[src/hdl/mem_access_config.svh]
`ifndef MEM_ACCESS_CONFIG_SVH
`define MEM_ACCESS_CONFIG_SVH

// address and data word width
`define MA_ADDR_W 32

// physical frame number and page offset of 4 KB pages
`define MA_PFN_W 20
`define MA_OFS_W 12

// cache attribute field as in Config.K0 and the TLB C bits
`define MA_ATTR_W 3
`define MA_ATTR_CACHED 3'd3

// vaddr[31:29] of the unmapped segments
`define MA_SEG_KSEG0 3'd4
`define MA_SEG_KSEG1 3'd5

`endif

[src/hdl/mem_access_pkg.sv]
`default_nettype none
`include "mem_access_config.svh"

package mem_access_pkg;

    typedef enum logic [3:0] {
        op_none,
        op_lb,
        op_lh,
        op_lw,
        op_lwl,
        op_lwr,
        op_ll,
        op_sb,
        op_sh,
        op_sw,
        op_swl,
        op_swr,
        op_sc
    } mem_op_e;

    // CP0 Cause.ExcCode values
    typedef enum logic [4:0] {
        exc_int  = 5'd0,
        exc_mod  = 5'd1,
        exc_tlbl = 5'd2,
        exc_tlbs = 5'd3,
        exc_adel = 5'd4,
        exc_ades = 5'd5,
        exc_ov   = 5'd12,
        exc_tr   = 5'd13,
        exc_none = 5'd31
    } exc_code_e;

    typedef struct packed {
        mem_op_e               op;
        logic [`MA_ADDR_W-1:0] vaddr;
        logic [`MA_ADDR_W-1:0] rt_data;
        logic [`MA_ADDR_W-1:0] pc;
    } mem_req_t;

    typedef struct packed {
        logic                  found;
        logic                  v;
        logic                  d;
        logic [`MA_PFN_W-1:0]  pfn;
        logic [`MA_ATTR_W-1:0] c;
    } tlb_resp_t;

    typedef struct packed {
        logic                  valid;
        exc_code_e             code;
        logic [`MA_ADDR_W-1:0] badvaddr;
    } exc_info_t;

    typedef struct packed {
        logic [3:0]            wstrb;
        logic [`MA_ADDR_W-1:0] wdata;
    } store_t;

    function automatic logic is_load(mem_op_e op);
        return op inside {op_lb, op_lh, op_lw, op_lwl, op_lwr, op_ll};
    endfunction

    function automatic logic is_store(mem_op_e op);
        return op inside {op_sb, op_sh, op_sw, op_swl, op_swr, op_sc};
    endfunction

endpackage

`default_nettype wire

[src/hdl/addr_translate.sv]
`timescale 1ns/1ns
`default_nettype none
`include "mem_access_config.svh"

module addr_translate
    import mem_access_pkg::*;
(
    input  wire mem_op_e                 op,
    input  wire [`MA_ADDR_W-1:0]         vaddr,
    input  wire tlb_resp_t               tlb,
    input  wire [`MA_ATTR_W-1:0]         k0_attr,
    output logic [`MA_ADDR_W-1:0]        paddr,
    output logic                         mapped,
    output logic                         uncached
);

    logic [2:0]            seg;
    logic                  kseg0;
    logic                  kseg1;
    logic [`MA_ATTR_W-1:0] attr;

    assign seg   = vaddr[`MA_ADDR_W-1 -: 3];
    assign kseg0 = (seg == `MA_SEG_KSEG0);
    assign kseg1 = (seg == `MA_SEG_KSEG1);

    // kuseg, kseg2 and kseg3 go through the TLB
    assign mapped = (op != op_none) && !kseg0 && !kseg1;

    always_comb begin
        if (mapped) begin
            paddr = {tlb.pfn, vaddr[`MA_OFS_W-1:0]};
        end else begin
            paddr = {3'b000, vaddr[`MA_ADDR_W-4:0]}; // strip segment bits
        end
    end

    assign attr     = kseg0 ? k0_attr : tlb.c; // Config.K0 or entry C bits
    assign uncached = kseg1 || (attr != `MA_ATTR_CACHED);

    always_comb begin
        assert #0 (!kseg1 || uncached)
            else $error("kseg1 access marked cached, vaddr %h", vaddr);
    end

endmodule

`default_nettype wire

[src/hdl/exc_prioritize.sv]
`timescale 1ns/1ns
`default_nettype none
`include "mem_access_config.svh"

module exc_prioritize
    import mem_access_pkg::*;
(
    input  wire mem_req_t  req,
    input  wire tlb_resp_t tlb,
    input  wire            mapped,
    input  wire            interrupt,
    input  wire            overflow,
    input  wire            trap,
    input  wire exc_info_t upstream,
    output exc_info_t      exc,
    output logic           tlb_refill
);

    logic load;
    logic store;
    logic no_up;
    logic ades;
    logic adel;
    logic entry_bad;
    logic tlbl;
    logic tlbs;
    logic tlb_mod;

    assign load  = is_load(req.op);
    assign store = is_store(req.op);
    assign no_up = !upstream.valid;

    // lwl/lwr/swl/swr take any byte address
    assign ades = no_up && store &&
                  ((req.op == op_sh && req.vaddr[0]) ||
                   ((req.op == op_sw || req.op == op_sc) && req.vaddr[1:0] != 2'b00));
    assign adel = no_up && load &&
                  ((req.op == op_lh && req.vaddr[0]) ||
                   ((req.op == op_lw || req.op == op_ll) && req.vaddr[1:0] != 2'b00));

    assign entry_bad = !tlb.found || !tlb.v; // refill or invalid
    assign tlbl    = no_up && mapped && load && entry_bad;
    assign tlbs    = no_up && mapped && store && entry_bad;
    assign tlb_mod = no_up && mapped && store && tlb.found && tlb.v && !tlb.d;

    assign tlb_refill = no_up && mapped && !tlb.found; // goes to the refill vector

    always_comb begin
        exc.valid    = 1'b1;
        exc.code     = exc_int;
        exc.badvaddr = '0;
        if (interrupt) begin
            exc.code = exc_int;
        end else if (overflow && no_up) begin
            exc.code = exc_ov;
        end else if (trap && no_up) begin
            exc.code = exc_tr;
        end else if (ades) begin
            exc.code     = exc_ades;
            exc.badvaddr = req.vaddr;
        end else if (adel) begin
            exc.code     = exc_adel;
            exc.badvaddr = req.vaddr;
        end else if (tlbl) begin
            exc.code     = exc_tlbl;
            exc.badvaddr = req.vaddr;
        end else if (tlbs) begin
            exc.code     = exc_tlbs;
            exc.badvaddr = req.vaddr;
        end else if (tlb_mod) begin
            exc.code     = exc_mod;
            exc.badvaddr = req.vaddr;
        end else if (upstream.valid) begin
            // earlier address faults are on the fetch, so pc is the bad address
            exc.code     = upstream.code;
            exc.badvaddr = req.pc;
        end else begin
            exc.valid = 1'b0;
            exc.code  = exc_none;
        end
    end

    always_comb begin
        assert #0 (!exc.valid || exc.code != exc_none)
            else $error("exception raised with no cause code");
    end

endmodule

`default_nettype wire

[src/hdl/ll_reservation.sv]
`timescale 1ns/1ns
`default_nettype none
`include "mem_access_config.svh"

module ll_reservation
    import mem_access_pkg::*;
(
    input  wire           clk,
    input  wire           rst_n,
    input  wire mem_req_t req,
    input  wire           exc_valid,
    input  wire           eret_flush,
    output logic          sc_ok
);

    logic                  ll_bit;
    logic [`MA_ADDR_W-1:0] ll_addr;

    // an exception or eret breaks the LL/SC sequence
    always_ff @(posedge clk) begin
        if (!rst_n || exc_valid || eret_flush) begin
            ll_bit <= 1'b0;
        end else if (req.op == op_ll) begin
            ll_bit <= 1'b1;
        end
    end

    always_ff @(posedge clk) begin
        if (req.op == op_ll) begin
            ll_addr <= req.vaddr; // virtual address of the link
        end
    end

    assign sc_ok = (req.op == op_sc) && ll_bit && (ll_addr == req.vaddr);

    a_clear_on_exc: assert property (@(posedge clk) exc_valid |=> !ll_bit)
        else $error("LL reservation survived an exception");

endmodule

`default_nettype wire

[src/hdl/mem1_stage.sv]
`timescale 1ns/1ns
`default_nettype none
`include "mem_access_config.svh"

module mem1_stage
    import mem_access_pkg::*;
(
    input  wire                   clk,
    input  wire                   rst_n,
    input  wire mem_req_t         req,
    input  wire tlb_resp_t        tlb,
    input  wire [`MA_ATTR_W-1:0]  k0_attr,
    input  wire                   interrupt,
    input  wire                   overflow,
    input  wire                   trap,
    input  wire                   eret_flush,
    input  wire exc_info_t        upstream,
    output logic [`MA_ADDR_W-1:0] paddr,
    output logic                  uncached,
    output logic                  dcache_valid,
    output logic                  uncache_valid,
    output store_t                store,
    output exc_info_t             exc,
    output logic                  tlb_refill,
    output logic [`MA_ADDR_W-1:0] sc_result
);

    logic mapped;
    logic sc_ok;
    logic sc_fail;
    logic wen;
    logic access_ok;

    addr_translate addr_translate_i (
        .op       (req.op),
        .vaddr    (req.vaddr),
        .tlb      (tlb),
        .k0_attr  (k0_attr),
        .paddr    (paddr),
        .mapped   (mapped),
        .uncached (uncached)
    );

    exc_prioritize exc_prioritize_i (
        .req        (req),
        .tlb        (tlb),
        .mapped     (mapped),
        .interrupt  (interrupt),
        .overflow   (overflow),
        .trap       (trap),
        .upstream   (upstream),
        .exc        (exc),
        .tlb_refill (tlb_refill)
    );

    ll_reservation ll_reservation_i (
        .clk        (clk),
        .rst_n      (rst_n),
        .req        (req),
        .exc_valid  (exc.valid),
        .eret_flush (eret_flush),
        .sc_ok      (sc_ok)
    );

    assign sc_fail = (req.op == op_sc) && !sc_ok; // sc without a live link

    assign wen = is_store(req.op) && !exc.valid && !eret_flush && !sc_fail;

    store_align store_align_i (
        .op      (req.op),
        .rt_data (req.rt_data),
        .addr_lo (paddr[1:0]),
        .wen     (wen),
        .store   (store)
    );

    assign access_ok     = (req.op != op_none) && !exc.valid && !eret_flush && !sc_fail;
    assign dcache_valid  = access_ok && !uncached;
    assign uncache_valid = access_ok && uncached;

    // written back to rt by sc
    assign sc_result = {{(`MA_ADDR_W-1){1'b0}}, dcache_valid | uncache_valid};

    a_one_path: assert property (@(posedge clk) disable iff (!rst_n)
        !(dcache_valid && uncache_valid))
        else $error("request sent to both cached and uncached paths");

endmodule

`default_nettype wire

[src/hdl/store_align.sv]
`timescale 1ns/1ns
`default_nettype none
`include "mem_access_config.svh"

module store_align
    import mem_access_pkg::*;
(
    input  wire mem_op_e         op,
    input  wire [`MA_ADDR_W-1:0] rt_data,
    input  wire [1:0]            addr_lo,
    input  wire                  wen,
    output store_t               store
);

    logic [3:0]            wstrb;
    logic [`MA_ADDR_W-1:0] wdata;

    always_comb begin
        wstrb = 4'b0000;
        if (wen) begin
            case (op)
                op_sb:   wstrb = 4'b0001 << addr_lo;
                op_sh:   wstrb = addr_lo[1] ? 4'b1100 : 4'b0011;
                op_sw,
                op_sc:   wstrb = 4'b1111;
                op_swl:  wstrb = 4'b1111 >> ~addr_lo; // low bytes up to addr
                op_swr:  wstrb = 4'b1111 << addr_lo;  // addr up to the top byte
                default: wstrb = 4'b0000;
            endcase
        end
    end

    // swl/swr place the partial word so the strobes pick the right bytes
    always_comb begin
        wdata = rt_data;
        if (op == op_swl) begin
            case (wstrb)
                4'b0001: wdata = {4{rt_data[31:24]}};
                4'b0011: wdata = {2{rt_data[31:16]}};
                4'b0111: wdata = {8'b0, rt_data[31:8]};
                default: wdata = rt_data;
            endcase
        end else if (op == op_swr) begin
            case (wstrb)
                4'b1000: wdata = {4{rt_data[7:0]}};
                4'b1100: wdata = {2{rt_data[15:0]}};
                4'b1110: wdata = {rt_data[23:0], 8'b0};
                default: wdata = rt_data;
            endcase
        end
    end

    assign store.wstrb = wstrb;
    assign store.wdata = wdata;

    // a write enable only ever comes with a store op
    always_comb begin
        assert #0 ((wstrb != 4'b0000) == wen)
            else $error("byte strobes do not match write enable, op %s", op.name());
    end

endmodule

`default_nettype wire

[config.mk]
export PLATFORM = sky130hd
export DESIGN_NAME = mem1_stage
export DESIGN_NICKNAME = d
export VERILOG_FILES = /design/src/hdl/mem_access_pkg.sv /design/src/hdl/addr_translate.sv /design/src/hdl/exc_prioritize.sv /design/src/hdl/ll_reservation.sv /design/src/hdl/mem1_stage.sv /design/src/hdl/store_align.sv
export VERILOG_INCLUDE_DIRS = /design/src /design/src/hdl
export SDC_FILE = /design/constraint.sdc
export NUM_CORES = 1
export LEC_CHECK = 0
export BUFFER_PORTS_ARGS = -buffer_cell sky130_fd_sc_hd__buf_4
export CELL_PAD_IN_SITES_DETAIL_PLACEMENT = 0
export CELL_PAD_IN_SITES_GLOBAL_PLACEMENT = 2
export CORE_ASPECT_RATIO = 0.5
export CORE_UTILIZATION = 25
export CTS_BUF_LIST = sky130_fd_sc_hd__clkbuf_8
export CTS_CLUSTER_DIAMETER = 40
export DETAILED_ROUTE_END_ITERATION = 10
export PLACE_DENSITY = 0.93
export SYNTH_ARGS = -nofsm -noshare
export SYNTH_HDL_FRONTEND = slang
export SYNTH_HIERARCHICAL = 1
export SYNTH_SLANG_ARGS = --single-unit
[constraint.sdc]
create_clock -name clk -period 13.9 [get_ports clk]
set_clock_uncertainty 0.15 [all_clocks]
set_input_delay 4.17 -clock clk [delete_from_list [all_inputs] [get_ports clk]]
set_output_delay 4.17 -clock clk [all_outputs]
set_load 0.1 [all_outputs]
==> metrics.md <==
| Metric | Value |
|---|---|
| Status | `finished, final reports clean` |
| Final setup fails | `0` |
| Post-synthesis cell count | `570` |
| Final hold vios | `0` |
| Slew Limit Fails | `0` |
| Final min period | `12.56 ns` |
| Row count | `35` |
| Fin util | `36.0%` |
| Syn_area_per_cell | `8.39 um^2` |
| Root Buffer | `clkbuf_8` |
| Mapped Area | `0.00478 mm^2` |
| Dpl cells | `1030` |
| Synthesized flop and latch total | `33` |
| Total power | `0.528 mW` |
| Critical Path Fanout Max | `38` |
| Ratio of cells with drive above 1 in the final layout | `40.4%` |
| CTS tree | `built` |
| Vias in the first global route | `4901` |
| GP Congestion | `0.838` |
| Nets | `951` |
| Starting DRC count in detailed routing | `339` |
| Clock slew at reported path FFs | `0.07 ns` |
| Max stage delay on crit path | `0.62 ns` |
| Synth Warn # | `6` |
| GR Util All Layers | `17.2%` |
| Worst r2r src | `ll_reservation_i/ll_bit` |
| FF+latch area | `981 um^2` |
| Count of max-cap constraint violations | `0` |
| Clk_lat worst skew | `0.28 ns` |
| Worst slew margin | `16.1%` |
| Design area | `0.00668 mm^2` |
| Critical Path AT | `8.24 ns` |
| Die Wd | `198 um` |
| Setup TNS | `0 ns` |
| Commonest non-fill, non-tap cell in the layout | `buf_4` |
| Hold path cells | `2` |
| Fillers | `1966` |
| Final non-filler cell total | `1038` |
| Die area | `0.0197 mm^2` |
| Worst r2r path cells | `2` |
| Area post-placement | `0.00660 mm^2` |
| RR Endpoint | `ll_reservation_i/ll_bit` |
| Final antenna-violating net count | `0` |
| Max clock buf depth | `2` |
| Top cell family by delay on the critical path | `compound AO/OA/AOI/OAI gates` |
| CP Cell Sequence | `buf_4, o211a_1, nor3_2, or2_4, a211o_1, a311oi_1, inv_1, a2bb2oi_1, buf_4, a211o_1, o31a_4, o2111ai_2, buf_4` |
| DR pass1 iterations | `7` |
| Drt wl/cell | `17.4 um` |
| DR DRC count | `0` |
| Top cell type's share of synthesized area | `20.1%` |
| Distinct cells, synth | `78` |
| Least-Margin Pin Slew | `1.26 ns` |
| First-pass GRT wire length | `27200 um` |
| Post-detail-place hpwl | `13100 um` |
| Multi-input logic area | `0.00328 mm^2` |
| Power Density | `79.1 mW/mm^2` |
| Top cells by area, synth | `edfxtp_1 20%, buf_4 7.1%, a32oi_1 6.2%, xor2_1 5.3%, mux2_4 5.0%` |
| Most used cell, CP | `buf_4` |
| Largest net degree at the start of global routing | `66` |
| Antenna violations before repair | `0` |
| Worst Path Buf+Inv | `4` |
| Hold bufs inserted after CTS | `0` |
| Vias per cell | `5.16` |
| RSZ-0062 raised after global routing | `false` |
| Post-CTS Setup Bufs | `0` |
| Hold EP | `ll_reservation_i/ll_bit` |
| I/O pins | `315` |
| CTS Sinks | `33` |
| Layout area overhead | `39.6%` |
| Post-synth ARST share | `0%` |
| R2R Setup Slk | `13.02 ns` |
| Largest area contributor in the netlist | `edfxtp_1` |
| Sequential area share after synthesis | `20.5%` |
| N_diodes | `0` |
| H-tree lvl count | `2` |
| Most frequent cells in the layout | `258 x buf_4, 45 x nand3_1, 41 x nand2_1` |
| Maximum vdd drop | `0.0401 mV` |
| Starting Density | `25.8%` |
| Total grt overflow | `0` |
| Port buffer count | `251` |
| Worst Hold Launch | `ll_reservation_i/ll_bit` |
| Via Count | `5361` |
| Crit path required time | `9.58 ns` |
| CP endpoint kind | `output port` |
| Routed WL | `18000 um` |
| Leakage power | `2.77 nW` |
| Die Y | `99.8 um` |
| Worst min path class | `flop to flop` |
| Tcrit/Tclk final | `90.3%` |
| Fmax | `0.0796 GHz` |
| Number of synthesized flops with an enable pin | `32` |
| Core box area | `0.0186 mm^2` |
| Post_cts resized | `0` |
| Crit start category | `input port` |
| Ys flop type | `edfxtp_1` |
| Worst path slowest cell | `a311oi_1` |
| CTS buffer count | `5` |
| WS Path Type | `input port to output port` |
## worst max-delay path by stage
| stage | from | to | slack [ns] | cells after the start |
|---|---|---|---|---|
| after global routing | req[65] | store[16] | 1.05 | 14 |
| after CTS | req[97] | store[20] | 1.39 | 13 |
| after global placement | req[97] | store[16] | 1.44 | 13 |
| final | req[97] | store[20] | 1.34 | 13 |
| after detailed placement | req[97] | store[20] | 1.40 | 13 |
| after floorplan | upstream[37] | store[23] | 0.55 | 12 |
## flip-flops by register name (all words and copies together) (netlist names)
signal,count
ll_reservation_i/ll_bit,1
ll_reservation_i/ll_addr,32
## power breakdown
part / total [mW] / leakage, nW / switching [mW] / internal, mW
Sequential: 0.113 / 0.299 / 0.00109 / 0.112
Clock: 0.0684 / 0.0491 / 0.0345 / 0.0339
Combinational: 0.347 / 2.42 / 0.263 / 0.0840
Total: 0.528 / 2.77 / 0.298 / 0.230
## logic make-up (layout without fill, tap and decap cells)
logic type | count (synthesis) | count (layout) | synth area share, %
multiplexers | 25 | 25 | 6.93
AO/OA/AOI/OAI | 187 | 187 | 31.0
other | 1 | 31 | 0.0784
XOR/XNOR | 35 | 35 | 6.41
flip-flops | 33 | 33 | 20.5
AND/OR/NAND/NOR | 182 | 182 | 21.4
buffers and inverters | 107 | 286 | 13.7
## area by class of cell
class,count,area share [%]
clock buffer,5,1.03
tap,259,4.85
sequential,33,14.7
inverter,20,1.12
timing repair buffer,258,29.0
multi-input combinational,460,49.1
clock inverter,3,0.206
## cell usage after synthesis, drive strengths merged, types with 3 or more instances
cell type	n
or2	3
o211a	4
xor2	29
a32oi	34
o2bb2ai	3
o211ai	11
xnor2	6
nand4	3
clkbuf	14
a221o	7
nand2b	5
o21ai	44
nor3	8
nand2	41
o2111ai	6
edfxtp	32
buf	73
or3	3
nand3	45
o311ai	3
a22o	7
mux2i	8
a221oi	3
nor4	13
nor2b	10
nand4b	10
nor2	20
a21oi	12
mux2	17
o221ai	5
and3	3
inv	20
a2111oi	3
o21a	3
a22oi	9
and2	6
a211o	6
a211oi	8
and3b	4
## worst min-delay path: stages, from the launching register on
cell and delay, ns:
dfxtp_1 0.31, nor2_1 0.10, nor4b_1 0.05
## stage by stage
step	setup slack (ns)	hold slack [ns]
CTS	1.39	0.356
finish	1.34	0.355
global placement	1.44	0.334
detailed placement	1.40	0.346
global route	1.05	0.401
floorplan	0.551	0.325
## per-layer routing
| layer | share of wire (%) | global-route usage, % | vias up |
|---|---|---|---|
| met5 | 0 | 0 | - |
| met4 | 0.90 | 3.34 | 0 |
| met3 | 5.8 | 1.92 | 9 |
| met2 | 50 | 31.2 | 227 |
| met1 | 43 | 22.3 | 2559 |
| li1 | - | - | 2566 |
(Power assumes the default switching activity.)
